===== src/rvIsaPkg.sv =====
// RV32I subset encodings shared across the core
// Word-only loads and stores, no branches, no M extension
// Reset vector is fixed at 32'h00400000
package rvIsaPkg;

    // ==============================
    // Widths and base types
    // ==============================
    localparam int xlen     = 32;
    localparam int regAddrW = 5;
    localparam int shamtW   = 5;    // log2 of xlen
    localparam int opcodeW  = 7;
    localparam int funct3W  = 3;
    localparam int funct7W  = 7;

    typedef logic [xlen-1:0]     wordT;
    typedef logic [regAddrW-1:0] regIdxT;
    typedef logic [opcodeW-1:0]  opcodeT;
    typedef logic [funct3W-1:0]  funct3T;
    typedef logic [funct7W-1:0]  funct7T;

    // Major opcodes kept
    localparam opcodeT opcR     = 7'b0110011;
    localparam opcodeT opcI     = 7'b0010011;
    localparam opcodeT opcLui   = 7'b0110111;
    localparam opcodeT opcLoad  = 7'b0000011;
    localparam opcodeT opcStore = 7'b0100011;

    // funct3 for arithmetic
    localparam funct3T f3AddSub = 3'b000;
    localparam funct3T f3Sll    = 3'b001;
    localparam funct3T f3Slt    = 3'b010;
    localparam funct3T f3Sltu   = 3'b011;
    localparam funct3T f3Xor    = 3'b100;
    localparam funct3T f3Sr     = 3'b101;
    localparam funct3T f3Or     = 3'b110;
    localparam funct3T f3And    = 3'b111;
    localparam funct3T f3Word   = 3'b010;  // LW / SW width
    localparam funct7T f7Alt    = 7'b0100000;  // SUB, SRA, SRAI

    typedef enum logic [3:0] {
        aluAdd, aluSub, aluAnd, aluOr, aluXor,
        aluSll, aluSrl, aluSra, aluSlt, aluSltu
    } aluOpT;

    localparam wordT nopInstr = 32'h00000013;  // ADDI x0,x0,0
    localparam wordT pcReset  = 32'h00400000;

endpackage


===== src/rvPipePkg.sv =====
// Stage payloads for the five-stage pipeline
// Each struct is a stage-register image, loaded as a whole
// Bubbles carry no writes and no memory access
package rvPipePkg;

    // Fetch to decode
    typedef struct packed {
        rvIsaPkg::wordT instr;
    } fetchDecT;

    // Decode to execute
    typedef struct packed {
        rvIsaPkg::wordT   rd1;       // Register file values, bypassed
        rvIsaPkg::wordT   rd2;
        rvIsaPkg::wordT   imm;
        rvIsaPkg::regIdxT rs1;       // Kept for forwarding compares
        rvIsaPkg::regIdxT rs2;
        rvIsaPkg::regIdxT rd;
        rvIsaPkg::aluOpT  aluOp;
        logic             useImm;
        logic             isLui;
        logic             regWrite;
        logic             memToReg;  // Load
        logic             memWrite;  // Store
    } decExT;

    // Execute to memory
    typedef struct packed {
        rvIsaPkg::wordT   result;     // ALU result or address
        rvIsaPkg::wordT   storeData;
        rvIsaPkg::regIdxT rd;
        logic             regWrite;
        logic             memToReg;
        logic             memWrite;
    } exMemT;

    // Memory to writeback
    typedef struct packed {
        rvIsaPkg::wordT   result;
        rvIsaPkg::wordT   loadData;
        rvIsaPkg::regIdxT rd;
        logic             regWrite;
        logic             memToReg;
    } memWbT;

    typedef enum logic [1:0] {fwdNone, fwdMem, fwdWb} fwdSelT;

    // ==============================
    // Bubble images
    // ==============================
    localparam fetchDecT fetchDecBubble = '{instr: rvIsaPkg::nopInstr};
    localparam decExT    decExBubble    = '0;
    localparam exMemT    exMemBubble    = '0;
    localparam memWbT    memWbBubble    = '0;

endpackage


===== src/rvAlu.sv =====
// Execute stage datapath, combinational
// Operand forwarding, LUI and immediate selects, then the ALU
// Shift amounts use the low 5 bits of operand B
module rvAlu (
    input  rvIsaPkg::wordT    rd1E,
    input  rvIsaPkg::wordT    rd2E,
    input  rvIsaPkg::wordT    immE,
    input  logic              useImm,
    input  logic              isLui,
    input  rvIsaPkg::aluOpT   aluOp,
    input  rvPipePkg::fwdSelT fwdA,
    input  rvPipePkg::fwdSelT fwdB,
    input  rvIsaPkg::wordT    resultM,
    input  rvIsaPkg::wordT    resultW,
    output rvIsaPkg::wordT    result,
    output rvIsaPkg::wordT    storeData
);
    import rvIsaPkg::*;
    import rvPipePkg::*;

    wordT              opA, opB;     // After forwarding
    wordT              srcA, srcB;   // ALU inputs
    logic [shamtW-1:0] shamt;

    function automatic wordT fwdPick(input fwdSelT sel, input wordT regVal,
                                     input wordT memVal, input wordT wbVal);
        wordT val;
        case (sel)
            fwdMem:  val = memVal;
            fwdWb:   val = wbVal;
            default: val = regVal;
        endcase
        return val;
    endfunction

    assign opA = fwdPick(fwdA, rd1E, resultM, resultW);
    assign opB = fwdPick(fwdB, rd2E, resultM, resultW);

    assign srcA  = isLui ? '0 : opA;    // LUI is 0 + imm
    assign srcB  = useImm ? immE : opB;
    assign shamt = srcB[shamtW-1:0];

    assign storeData = opB;  // SW data, already forwarded

    always_comb begin
        case (aluOp)
            aluAdd:  result = srcA + srcB;
            aluSub:  result = srcA - srcB;
            aluAnd:  result = srcA & srcB;
            aluOr:   result = srcA | srcB;
            aluXor:  result = srcA ^ srcB;
            aluSll:  result = srcA << shamt;
            aluSrl:  result = srcA >> shamt;
            aluSra:  result = wordT'($signed(srcA) >>> shamt);
            aluSlt:  result = wordT'($signed(srcA) < $signed(srcB));
            aluSltu: result = wordT'(srcA < srcB);
            default: result = srcA + srcB;
        endcase
    end

endmodule


===== src/rvCore.sv =====
// Five-stage RV32I subset core, in-order, single issue
// Instruction and data ports answer combinationally in the same cycle
// No back-pressure, only stall is the internal load-use case
// memRead is a plain strobe, readData is sampled regardless
module rvCore (
    input  logic           CLK,
    input  logic           rstN,
    input  rvIsaPkg::wordT instr,
    input  rvIsaPkg::wordT readData,
    output rvIsaPkg::wordT pc,
    output rvIsaPkg::wordT addr,
    output rvIsaPkg::wordT writeData,
    output logic           memWrite,
    output logic           memRead
);
    import rvIsaPkg::*;
    import rvPipePkg::*;

    // Stage register images
    fetchDecT fdDin, fdQ;
    decExT    deDin, deQ;
    exMemT    emDin, emQ;
    memWbT    mwDin, mwQ;

    // Decode stage
    regIdxT rs1D, rs2D, rdD;
    aluOpT  aluOpD;
    wordT   immD, rd1D, rd2D;
    logic   useImmD, isLuiD, regWriteD, memToRegD, memWriteD;
    logic   usesRs1D, usesRs2D;

    // Execute and writeback
    wordT   resultE, storeDataE, resultW;
    fwdSelT fwdA, fwdB;
    logic   stallF, stallD, flushE;

    // ==============================
    // Fetch
    // ==============================
    always_ff @(posedge CLK or negedge rstN) begin
        if (!rstN) begin
            pc <= pcReset;
        end else if (!stallF) begin
            pc <= pc + 32'd4;  // Straight-line only
        end
    end

    assign fdDin = '{instr: instr};

    rvStageReg #(.payloadT(fetchDecT)) i_regD (
        .CLK(CLK), .rstN(rstN), .stall(stallD), .flush(1'b0),
        .din(fdDin), .bubble(fetchDecBubble), .dout(fdQ)
    );

    // ==============================
    // Decode
    // ==============================
    rvDecoder i_decoder (
        .instr(fdQ.instr), .rs1(rs1D), .rs2(rs2D), .rd(rdD), .aluOp(aluOpD),
        .imm(immD), .useImm(useImmD), .isLui(isLuiD), .regWrite(regWriteD),
        .memToReg(memToRegD), .memWrite(memWriteD),
        .usesRs1(usesRs1D), .usesRs2(usesRs2D)
    );

    rvRegFile i_regFile (
        .CLK(CLK), .rstN(rstN), .rs1(rs1D), .rs2(rs2D),
        .rd(mwQ.rd), .wd(resultW), .we(mwQ.regWrite),
        .rd1(rd1D), .rd2(rd2D)  // Bypassed from writeback
    );

    always_comb begin
        deDin.rd1      = rd1D;
        deDin.rd2      = rd2D;
        deDin.imm      = immD;
        deDin.rs1      = rs1D;
        deDin.rs2      = rs2D;
        deDin.rd       = rdD;
        deDin.aluOp    = aluOpD;
        deDin.useImm   = useImmD;
        deDin.isLui    = isLuiD;
        deDin.regWrite = regWriteD;
        deDin.memToReg = memToRegD;
        deDin.memWrite = memWriteD;
    end

    rvStageReg #(.payloadT(decExT)) i_regE (
        .CLK(CLK), .rstN(rstN), .stall(1'b0), .flush(flushE),
        .din(deDin), .bubble(decExBubble), .dout(deQ)
    );

    // ==============================
    // Execute
    // ==============================
    rvHazard i_hazard (
        .rs1D(rs1D), .rs2D(rs2D), .usesRs1D(usesRs1D), .usesRs2D(usesRs2D),
        .rs1E(deQ.rs1), .rs2E(deQ.rs2), .rdE(deQ.rd), .memToRegE(deQ.memToReg),
        .rdM(emQ.rd), .regWriteM(emQ.regWrite),
        .rdW(mwQ.rd), .regWriteW(mwQ.regWrite),
        .fwdA(fwdA), .fwdB(fwdB),
        .stallF(stallF), .stallD(stallD), .flushE(flushE)
    );

    rvAlu i_alu (
        .rd1E(deQ.rd1), .rd2E(deQ.rd2), .immE(deQ.imm),
        .useImm(deQ.useImm), .isLui(deQ.isLui), .aluOp(deQ.aluOp),
        .fwdA(fwdA), .fwdB(fwdB),
        .resultM(emQ.result), .resultW(resultW),  // Loads never forward from M
        .result(resultE), .storeData(storeDataE)
    );

    assign emDin = '{result: resultE, storeData: storeDataE, rd: deQ.rd,
                     regWrite: deQ.regWrite, memToReg: deQ.memToReg,
                     memWrite: deQ.memWrite};

    rvStageReg #(.payloadT(exMemT)) i_regM (
        .CLK(CLK), .rstN(rstN), .stall(1'b0), .flush(1'b0),
        .din(emDin), .bubble(exMemBubble), .dout(emQ)
    );

    // ==============================
    // Memory and writeback
    // ==============================
    assign addr      = emQ.result;
    assign writeData = emQ.storeData;
    assign memWrite  = emQ.memWrite;
    assign memRead   = emQ.memToReg;

    assign mwDin = '{result: emQ.result, loadData: readData, rd: emQ.rd,
                     regWrite: emQ.regWrite, memToReg: emQ.memToReg};

    rvStageReg #(.payloadT(memWbT)) i_regW (
        .CLK(CLK), .rstN(rstN), .stall(1'b0), .flush(1'b0),
        .din(mwDin), .bubble(memWbBubble), .dout(mwQ)
    );

    assign resultW = mwQ.memToReg ? mwQ.loadData : mwQ.result;

    // Bubble behind a load clears the hazard, so stalls never chain
    assert property (@(posedge CLK) disable iff (!rstN) stallF |=> !stallF)
        else $error("core: load-use stall longer than one cycle");

endmodule


===== src/rvDecoder.sv =====
// Combinational decode for the kept RV32I subset
// Unknown opcodes and non-word loads/stores decode as a nop
// Register fields pass through raw, usesRs1/usesRs2 tell if they matter
module rvDecoder (
    input  rvIsaPkg::wordT   instr,
    output rvIsaPkg::regIdxT rs1,
    output rvIsaPkg::regIdxT rs2,
    output rvIsaPkg::regIdxT rd,
    output rvIsaPkg::aluOpT  aluOp,
    output rvIsaPkg::wordT   imm,
    output logic             useImm,
    output logic             isLui,
    output logic             regWrite,
    output logic             memToReg,
    output logic             memWrite,
    output logic             usesRs1,
    output logic             usesRs2
);
    import rvIsaPkg::*;

    opcodeT opcode;
    funct3T funct3;
    funct7T funct7;
    wordT   immI, immS, immU;

    // Field split
    assign opcode = instr[opcodeW-1:0];
    assign rd     = instr[11:7];
    assign funct3 = instr[14:12];
    assign rs1    = instr[19:15];
    assign rs2    = instr[24:20];
    assign funct7 = instr[31:25];

    // Immediate formats
    assign immI = {{20{instr[31]}}, instr[31:20]};
    assign immS = {{20{instr[31]}}, instr[31:25], instr[11:7]};
    assign immU = {instr[31:12], 12'b0};

    // Shared by R and I arithmetic, SUB only exists in R form
    function automatic aluOpT aluFromFunct(input funct3T f3, input logic alt,
                                           input logic isReg);
        aluOpT op;
        case (f3)
            f3AddSub: op = (isReg && alt) ? aluSub : aluAdd;
            f3Sll:    op = aluSll;
            f3Slt:    op = aluSlt;
            f3Sltu:   op = aluSltu;
            f3Xor:    op = aluXor;
            f3Sr:     op = alt ? aluSra : aluSrl;
            f3Or:     op = aluOr;
            f3And:    op = aluAnd;
            default:  op = aluAdd;
        endcase
        return op;
    endfunction

    always_comb begin
        // Nop defaults
        aluOp    = aluAdd;
        imm      = '0;
        useImm   = 1'b0;
        isLui    = 1'b0;
        regWrite = 1'b0;
        memToReg = 1'b0;
        memWrite = 1'b0;
        usesRs1  = 1'b0;
        usesRs2  = 1'b0;
        case (opcode)
            opcR: begin
                aluOp    = aluFromFunct(funct3, funct7 == f7Alt, 1'b1);
                regWrite = 1'b1;
                usesRs1  = 1'b1;
                usesRs2  = 1'b1;
            end
            opcI: begin
                aluOp    = aluFromFunct(funct3, funct7 == f7Alt, 1'b0);
                imm      = immI;
                useImm   = 1'b1;
                regWrite = 1'b1;
                usesRs1  = 1'b1;
            end
            opcLui: begin
                imm      = immU;  // 0 + imm
                useImm   = 1'b1;
                isLui    = 1'b1;
                regWrite = 1'b1;
            end
            opcLoad: if (funct3 == f3Word) begin
                imm      = immI;  // Address = rs1 + imm
                useImm   = 1'b1;
                regWrite = 1'b1;
                memToReg = 1'b1;
                usesRs1  = 1'b1;
            end
            opcStore: if (funct3 == f3Word) begin
                imm      = immS;
                useImm   = 1'b1;
                memWrite = 1'b1;
                usesRs1  = 1'b1;
                usesRs2  = 1'b1;  // Store data
            end
            default: ;  // Stays a nop
        endcase
    end

endmodule


===== src/rvHazard.sv =====
// Forwarding selects and load-use detection, combinational
// Memory stage wins over writeback, x0 never forwarded
// Load-use costs one stall cycle, the load then forwards from writeback
module rvHazard (
    input  rvIsaPkg::regIdxT  rs1D,
    input  rvIsaPkg::regIdxT  rs2D,
    input  logic              usesRs1D,
    input  logic              usesRs2D,
    input  rvIsaPkg::regIdxT  rs1E,
    input  rvIsaPkg::regIdxT  rs2E,
    input  rvIsaPkg::regIdxT  rdE,
    input  logic              memToRegE,
    input  rvIsaPkg::regIdxT  rdM,
    input  logic              regWriteM,
    input  rvIsaPkg::regIdxT  rdW,
    input  logic              regWriteW,
    output rvPipePkg::fwdSelT fwdA,
    output rvPipePkg::fwdSelT fwdB,
    output logic              stallF,
    output logic              stallD,
    output logic              flushE
);
    import rvIsaPkg::*;
    import rvPipePkg::*;

    logic hitRs1, hitRs2, loadUse;

    // ==============================
    // Forwarding into execute
    // ==============================
    function automatic fwdSelT pickSrc(input regIdxT src,
                                       input regIdxT rdMem, input logic wrMem,
                                       input regIdxT rdWb, input logic wrWb);
        fwdSelT sel;
        if (wrMem && rdMem != '0 && rdMem == src) begin
            sel = fwdMem;  // Youngest result
        end else if (wrWb && rdWb != '0 && rdWb == src) begin
            sel = fwdWb;
        end else begin
            sel = fwdNone;
        end
        return sel;
    endfunction

    assign fwdA = pickSrc(rs1E, rdM, regWriteM, rdW, regWriteW);
    assign fwdB = pickSrc(rs2E, rdM, regWriteM, rdW, regWriteW);

    // ==============================
    // Load-use stall
    // ==============================
    // Only real source reads count, I-type rs2 field is immediate bits
    assign hitRs1  = usesRs1D && (rs1D == rdE);
    assign hitRs2  = usesRs2D && (rs2D == rdE);
    assign loadUse = memToRegE && (rdE != '0) && (hitRs1 || hitRs2);

    assign stallF = loadUse;  // Hold PC
    assign stallD = loadUse;  // Hold decode register
    assign flushE = loadUse;  // Bubble into execute

endmodule


===== src/rvRegFile.sv =====
// 32 x 32 register file, x0 hard-wired to zero
// Writes on the clock edge, reads combinational
// A read of the register being written returns the new value
module rvRegFile (
    input  logic             CLK,
    input  logic             rstN,
    input  rvIsaPkg::regIdxT rs1,
    input  rvIsaPkg::regIdxT rs2,
    input  rvIsaPkg::regIdxT rd,
    input  rvIsaPkg::wordT   wd,
    input  logic             we,
    output rvIsaPkg::wordT   rd1,
    output rvIsaPkg::wordT   rd2
);
    import rvIsaPkg::*;

    wordT regs [1:(2**regAddrW)-1];  // No storage for x0

    always_ff @(posedge CLK or negedge rstN) begin
        if (!rstN) begin
            for (int i = 1; i < 2**regAddrW; i++) regs[i] <= '0;
        end else if (we && rd != '0) begin
            regs[rd] <= wd;
        end
    end

    // Read ports with write-through bypass
    always_comb begin
        rd1 = '0;
        if (rs1 != '0) rd1 = (we && rs1 == rd) ? wd : regs[rs1];
    end

    always_comb begin
        rd2 = '0;
        if (rs2 != '0) rd2 = (we && rs2 == rd) ? wd : regs[rs2];
    end

endmodule


===== src/rvStageReg.sv =====
// Generic pipeline register, one per stage boundary
// Reset and flush load the bubble image, stall holds
// Stall and flush are not expected together
module rvStageReg #(
    parameter type payloadT = rvIsaPkg::wordT
) (
    input  logic    CLK,
    input  logic    rstN,
    input  logic    stall,
    input  logic    flush,
    input  payloadT din,
    input  payloadT bubble,  // Tied to a constant per stage
    output payloadT dout
);

    always_ff @(posedge CLK or negedge rstN) begin
        if (!rstN) begin
            dout <= bubble;
        end else if (flush) begin
            dout <= bubble;
        end else if (!stall) begin
            dout <= din;
        end
    end

    assert property (@(posedge CLK) disable iff (!rstN) !(stall && flush))
        else $error("stage register: stall with flush");

endmodule

===== config.mk =====
export PLATFORM = sky130hd
export DESIGN_NAME = rvCore
export DESIGN_NICKNAME = d
export VERILOG_FILES = /design/src/rvIsaPkg.sv /design/src/rvPipePkg.sv /design/src/rvAlu.sv /design/src/rvCore.sv /design/src/rvDecoder.sv /design/src/rvHazard.sv /design/src/rvRegFile.sv /design/src/rvStageReg.sv
export SDC_FILE = /design/constraint.sdc
export NUM_CORES = 2
export LEC_CHECK = 0
export BUFFER_PORTS_ARGS = -buffer_cell sky130_fd_sc_hd__buf_2
export CAP_MARGIN = 20
export CORE_MARGIN = 5
export CORE_UTILIZATION = 59
export CTS_BUF_LIST = sky130_fd_sc_hd__clkbuf_8
export CTS_CLUSTER_SIZE = 8
export DETAILED_ROUTE_END_ITERATION = 10
export PLACE_DENSITY = 0.79
export RECOVER_POWER = 25
export SLEW_MARGIN = 25
export SYNTH_ARGS = -nofsm -noshare
export SYNTH_HDL_FRONTEND = slang
export SYNTH_SLANG_ARGS = --single-unit

===== constraint.sdc =====
create_clock -name CLK -period 5.65 [get_ports CLK]
set_input_delay 0.565 -clock CLK [delete_from_list [all_inputs] [get_ports CLK]]
set_output_delay 0.565 -clock CLK [all_outputs]
set_load 0.01 [all_outputs]

After elaboration in Yosys (flattened, before gate mapping)
Cells that the tools add are included.
Widths: inputs -> output; s select.
{"block": "op_classes", "addsub": 3, "order_cmp": 6, "eq_ne": 34, "shift": 3, "mux": 40, "bitwise_logic": 6, "n_reduce_logical": 24}
{"operator": "$bwmux 992", "count": 1}
{"operator": "$mux 32", "count": 14}
{"operator": "$bmux 32 s5", "count": 2}
{"operator": "$pmux 32 s9", "count": 1}
{"operator": "$demux 32 s5", "count": 1}
{"operator": "$pmux 32 s2", "count": 2}
{"operator": "$pmux 32 s4", "count": 1}
{"operator": "$mux 120", "count": 1}
{"operator": "$lt 32x32->1", "count": 2}
{"operator": "$pmux 4 s8", "count": 2}
{"operator": "$eq 5x5->1", "count": 8}
{"operator": "$add 32x3->32 const B", "count": 1}
{"operator": "$add 32x32->32", "count": 1}
{"operator": "$and 32x32->32", "count": 1}
{"operator": "$or 32x32->32", "count": 1}
{"operator": "$shl 32x5->32", "count": 1}
{"operator": "$shr 32x5->32", "count": 1}
{"operator": "$sshr 32x5->32", "count": 1}
{"operator": "$sub 32x32->32", "count": 1}
{"operator": "$xor 32x32->32", "count": 1}
{"operator": "$eq 7x6->1 const B", "count": 4}
{"operator": "$reduce_bool 5->1", "count": 5}
{"operator": "$ge 6x6->1 const B", "count": 3}
{"operator": "$not 5->6", "count": 3}
{"operator": "other kinds (21)", "count": 57}
{"block": "word_totals", "ff_bits": 1319, "input_bits": 66, "out_inout_bits": 98, "wordCells": 172}

Longest topological paths before layout
{"block": "logic_depth", "word_depth": 10, "mapped_depth": 24, "ltp_nobuf": 20}

Least setup slack after synthesis
Ideal clock, no wire load.
{"block": "synth_timing", "path_type": "register to register", "start": "register i_regM.dout[4] (netlist bit)", "end": "register i_regM.dout[71] (netlist bit)", "setup_time_ns": 0.132, "arrival_time_ns": 5.277, "setup_slack_ns": 0.241, "stages_incl_launch_ff": 22, "n_path_buf": 4, "synth_period_minus_slack_ns": 5.409, "cell_sequence": "dfrtp_1 > or4_1 > o21a_2 > and3_4 > buf_6 > o311ai_4 > nand2_4 > buf_2 > buf_2 > buf_2 > ha_1 > nor2b_1 > o2111a_1 > o41a_1 > o22a_1 > a2111oi_0 > o31a_1 > o22ai_1 > a211oi_1 > nand2b_1 > a211oi_1 > a211oi_1"}
{"block": "synth_between", "elab_chain_len": 9, "elab_cells_between_ends": 25}
{"item": "start: declaration", "line": "rvStageReg.sv:13", "source": "output payloadT dout"}
{"item": "start signal: assignment", "line": "rvStageReg.sv:18", "source": "dout <= bubble;"}
{"item": "start signal: assignment", "line": "rvStageReg.sv:20", "source": "dout <= bubble;"}
{"item": "start signal: assignment", "line": "rvStageReg.sv:22", "source": "dout <= din;"}
{"item": "$reduce_bool 5->1", "line": "rvHazard.sv:35", "source": "if (wrMem && rdMem != '0 && rdMem == src) begin"}
{"item": "$logic_and 1x1->1 (2 in series)", "line": "rvHazard.sv:35"}
{"item": "$mux 2", "line": "rvHazard.sv:35"}
{"item": "$eq 2x2->1 / $eq 2x1->1 (equally long branches)", "line": "rvAlu.sv:28", "source": "case (sel)"}
{"item": "$pmux 32 s2", "line": "rvAlu.sv:28"}
{"item": "$mux 32 (on tied branches)", "line": "rvAlu.sv:39, rvAlu.sv:40"}
{"item": "$add 32x32->32, or another cell as far along", "line": "rvAlu.sv:47, rvAlu.sv:57"}
{"item": "$pmux 32 s9 (*)", "line": "rvAlu.sv:46", "source": "case (aluOp)"}
{"item": "net i_alu.result[31]", "line": "rvAlu.sv:15", "source": "output rvIsaPkg::wordT result,"}
Mark *: on every way through the listed nets, which the timed path passes. The rest lies on a longest branch.
A chain may end at the register's enable or synchronous reset.

Final worst setup path
{"block": "layout_timing", "start": "register i_regM.dout[4] (netlist bit)", "end": "register i_regM.dout[69] (netlist bit)"}
Same word-level chain as after synthesis.

==> run_results.csv <==
group,metric,value,unit
status,status,"finished, violations left",
floorplanning,coreArea,123000,um2
finish,ff_latch_area,33000,um2
cts,postCtsSetupBuffers,0,
sta,timing.final.crit_share,96.7,%
cts,clock_latency,0.93,ns
sta,finClkSkew,0.0428,ns
logic_synthesis,ys.warnings.count,0,
logic_synthesis,synth.distinct_cells,102,
pwr,power_density,258,nW/um2
routing,drc,0,
cts,numCtsBuffers,211,
pwr,clock_power_share,39.1,%
pwr,p_leak,35.5,nW
finish,fill_cells,9147,
logic_synthesis,synth_area_leaders,"dfrtp_1 (45%), mux4_2 (18%), a21oi_1 (5.1%)",
cts,cts_tree,"done",
logic_synthesis,synthFlopType,"dfrtp_1",
logic_synthesis,ys_async_sr_fraction,100,%
critical_path,crit_path_end,"i_regM.dout[69]",
place,routabilityCongestion,1.06,
global_routing,antenna_found_initial,11,
floorplanning,die_x,362,um
routing,wl_met3,28200,um
routing,num_vias,58700,
pwr,seqPwrFrac,48.5,%
cts,cts-htree-levels,4,
finish,final_nets,6929,
pwr,vdd_drop_max,0.231,mV
routing,vias_per_cell,6.85,
sta,hold_ws,0.274,ns
cts,path_clk_slew,0.06,ns
logic_synthesis,synth_area_leader_cell,"dfrtp_1",
critical_path,arrival,6.24,ns
global_routing,grt_max_degree,196,
pwr,comb_power_share,12.5,%
floorplanning,die_area,131000,um2
routing,wl_met2,116000,um
logic_synthesis,ys_ff_latch,1317,
logic_synthesis,seq_area_frac_synth,45.1,%
finish,final_layout_size_suffix_gt1_share,23.2,%
finish,final_common_cell,"dfrtp_1",
sta,fin_ws,0.188,ns
logic_synthesis,synth_top_area_share,44.9,%
cts,cts_sinks,1317,
min_path,hold_path.class,"primary input to flip-flop",
critical_path,r2r_start,"i_regM.dout[4]",
critical_path,crit_fanout,21,
status,violations,"max-capacitance violations, max-slew violations",
pwr,total_power,20.7,mW
floorplanning,core.rowCount,129,
place,placed_cells,8121,
routing,top_layer_used,"met5",
sta,maxSlewHeadroom,-153,%
logic_synthesis,synth_area,73100,um2
logic_synthesis,synth_edf_count,0,
critical_path,cp.required,6.43,ns
routing,wirelength,255000,um
floorplanning,start_util,59.2,%
logic_synthesis,avgSynthCellArea,10.8,um2
cts,clock-root-buffer,"clkbuf_8",
pwr,p_switching,5.84,mW
place,dp_slack,0.157,ns
critical_path,worstSetupStartpoint,"i_regM.dout[4]",
global_routing,grt_usage,39.0,%
finish,final_cell_mix,"dfrtp_1 (1302), nor2_1 (835), a21oi_1 (746), mux4_2 (581), nand2_1 (565)",
routing,drt_iter0_markers,7469,
global_routing,grt_pass1_vias,59500,
logic_synthesis,syn_inst,6780,
pwr,swShare,28.2,%
sta,fmax,183,MHz
critical_path,endpoint_kind,"flip-flop",
global_routing,grt_first_pass_wirelength,383000,um
routing,firstDrtPassIters,6,
flow_run,drv_cap,5,
sta,tightest_slew,3.80,ns
critical_path,start_kind,"flip-flop",
finish,multiInputGateArea,37300,um2
floorplanning,boundaryPins,164,
sta,finalHoldViolations,0,
routing,wirelength_met1,90700,um
critical_path,path_class,"flip-flop to flip-flop",
place,portBuffers,161,
finish,synthToLayoutAreaGrowth,10.0,%
finish,final_core_util,65.1,%
cts,clk_path_buf_depth,3,
critical_path,r2r_end,"i_regM.dout[69]",
sta,min_period,5.46,ns
sta,setup_viol,0,
critical_path,r2r_slack,0.19,ns
pwr,internal_power,14.9,mW
sta,final_max_slew_viol_count,217,
floorplanning,die_h,362,um
finish,fin_cells,8565,
min_path,hold_depth,2,
place,place_hpwl,165000,um
routing,ant_nets,0,
routing,wl_per_cell,29.8,um
critical_path,worstRegToRegCells,17,
global_routing,overflow,0,
==> routing by layer <==
metal / global-route usage [%] / up-vias
met3: 10.5 / 1069
met1: 49.6 / 29200
met2: 59.7 / 3729
met5: 0 / -
li1: - / 24700
met4: 25.0 / 10
==> cells by family after synthesis <==
kind of cell,count (synthesis),share of synthesized area (%)
AO/OA/AOI/OAI,1851,15.0
flip-flops,1317,45.1
adder cells (fa/ha/maj),100,1.73
multiplexers,929,23.0
AND/OR/NAND/NOR,1708,9.62
buffers and inverters,798,4.63
other,1,0.00513
XOR/XNOR,76,0.911
==> through the flow <==
step                      cell area (um2)  TNS [ns]
after detailed placement            75600         0
after global routing                80400   -0.0175
final                               80400         0
after global placement              75600         0
after floorplan                     73100         0
after CTS                           80400         0
==> critical path: stages, from the launching register on <==
cell      delay [ns]
dfrtp_1         0.43
or4_1           0.58
o21ai_1         0.31
o31a_1          0.29
buf_4           0.22
buf_4           0.30
a32o_1          0.65
ha_1            0.44
inv_1           0.21
o21bai_1        0.13
a21oi_1         0.17
o21ai_0         0.13
a311o_1         0.42
a41oi_1         0.41
nor2_1          0.07
a311o_1         0.34
o211ai_1        0.10
nand4_1         0.09
==> sequential cells by signal, indices dropped and copies added, names as in the netlist <==
| register | count |
|---|---|
| i_regFile.regs | 992 |
| i_regD.dout | 32 |
| i_regW.dout | 71 |
| pc | 30 |
| i_regE.dout | 120 |
| i_regM.dout | 72 |
==> cell usage after synthesis (8+ instances only) <==
cell and instances:
o221ai_1 20, o31ai_1 12, and2_1 31, nand4_1 22
o211ai_1 65, mux2_2 189, nand2b_1 31, o22ai_1 14
nor2_1 851, a221o_1 8, o21ai_1 45, a211oi_1 39
inv_1 80, ha_1 98, o21ai_0 567, a31oi_1 23
o2111ai_1 10, dfrtp_1 1313, a21o_1 59, o21bai_1 14
a21oi_1 746, nand2_1 578, mux4_2 581, nor3_1 39
a32o_1 23, nor4_1 10, buf_4 72, xor2_1 28
buf_2 37, a22o_1 71, and3_1 16, clkbuf_1 490
a221oi_1 19, inv_2 19, or3_1 9, nor2b_1 17
mux2i_1 156, xnor2_1 48, buf_1 87, buf_6 9
a22oi_1 16, nand3_1 74
==> worst min path at each step <==
stage | from | to
after floorplan | rstN | i_regD.dout[10]
after global placement | i_regE.dout[0] | i_regM.dout[0]
after detailed placement | i_regE.dout[0] | i_regM.dout[0]
after CTS | readData[21] | i_regW.dout[28]
after global routing | readData[17] | i_regW.dout[24]
final | readData[21] | i_regW.dout[28]
==> timing repair <==
| action | in CTS | in global routing |
|---|---|---|
| endpoints found under the hold margin | 182 | 0 |
| endpoints found under the setup margin | 0 | 9 |
| hold buffers | 65 | 0 |
| gates resized for setup | 0 | 9 |
==> cell type report <==
class | instances | share of cell area, %
antenna | 6 | 0.0187
clock buffer | 257 | 4.40
clock inverter | 115 | 0.733
inverter | 103 | 0.489
multi-input combinational | 4666 | 46.4
sequential | 1317 | 41.0
tap | 1637 | 2.55
timing repair buffer | 464 | 4.34
==> power by group through the flow <==
| stage | logic, mW | clock network [mW] | registers (mW) |
|---|---|---|---|
| 2_1_floorplan | 1.61 | 0 | 10.0 |
| 4_1_cts | 2.53 | 8.17 | 10.0 |
| 3_3_place_gp | 2.45 | 0 | 10.2 |
| 6_report | 2.58 | 8.09 | 10.0 |
| 3_5_place_dp | 2.48 | 0 | 10.2 |
| 5_1_grt | 2.74 | 8.63 | 10.1 |
Note: power is estimated with default switching activity, not from simulation.
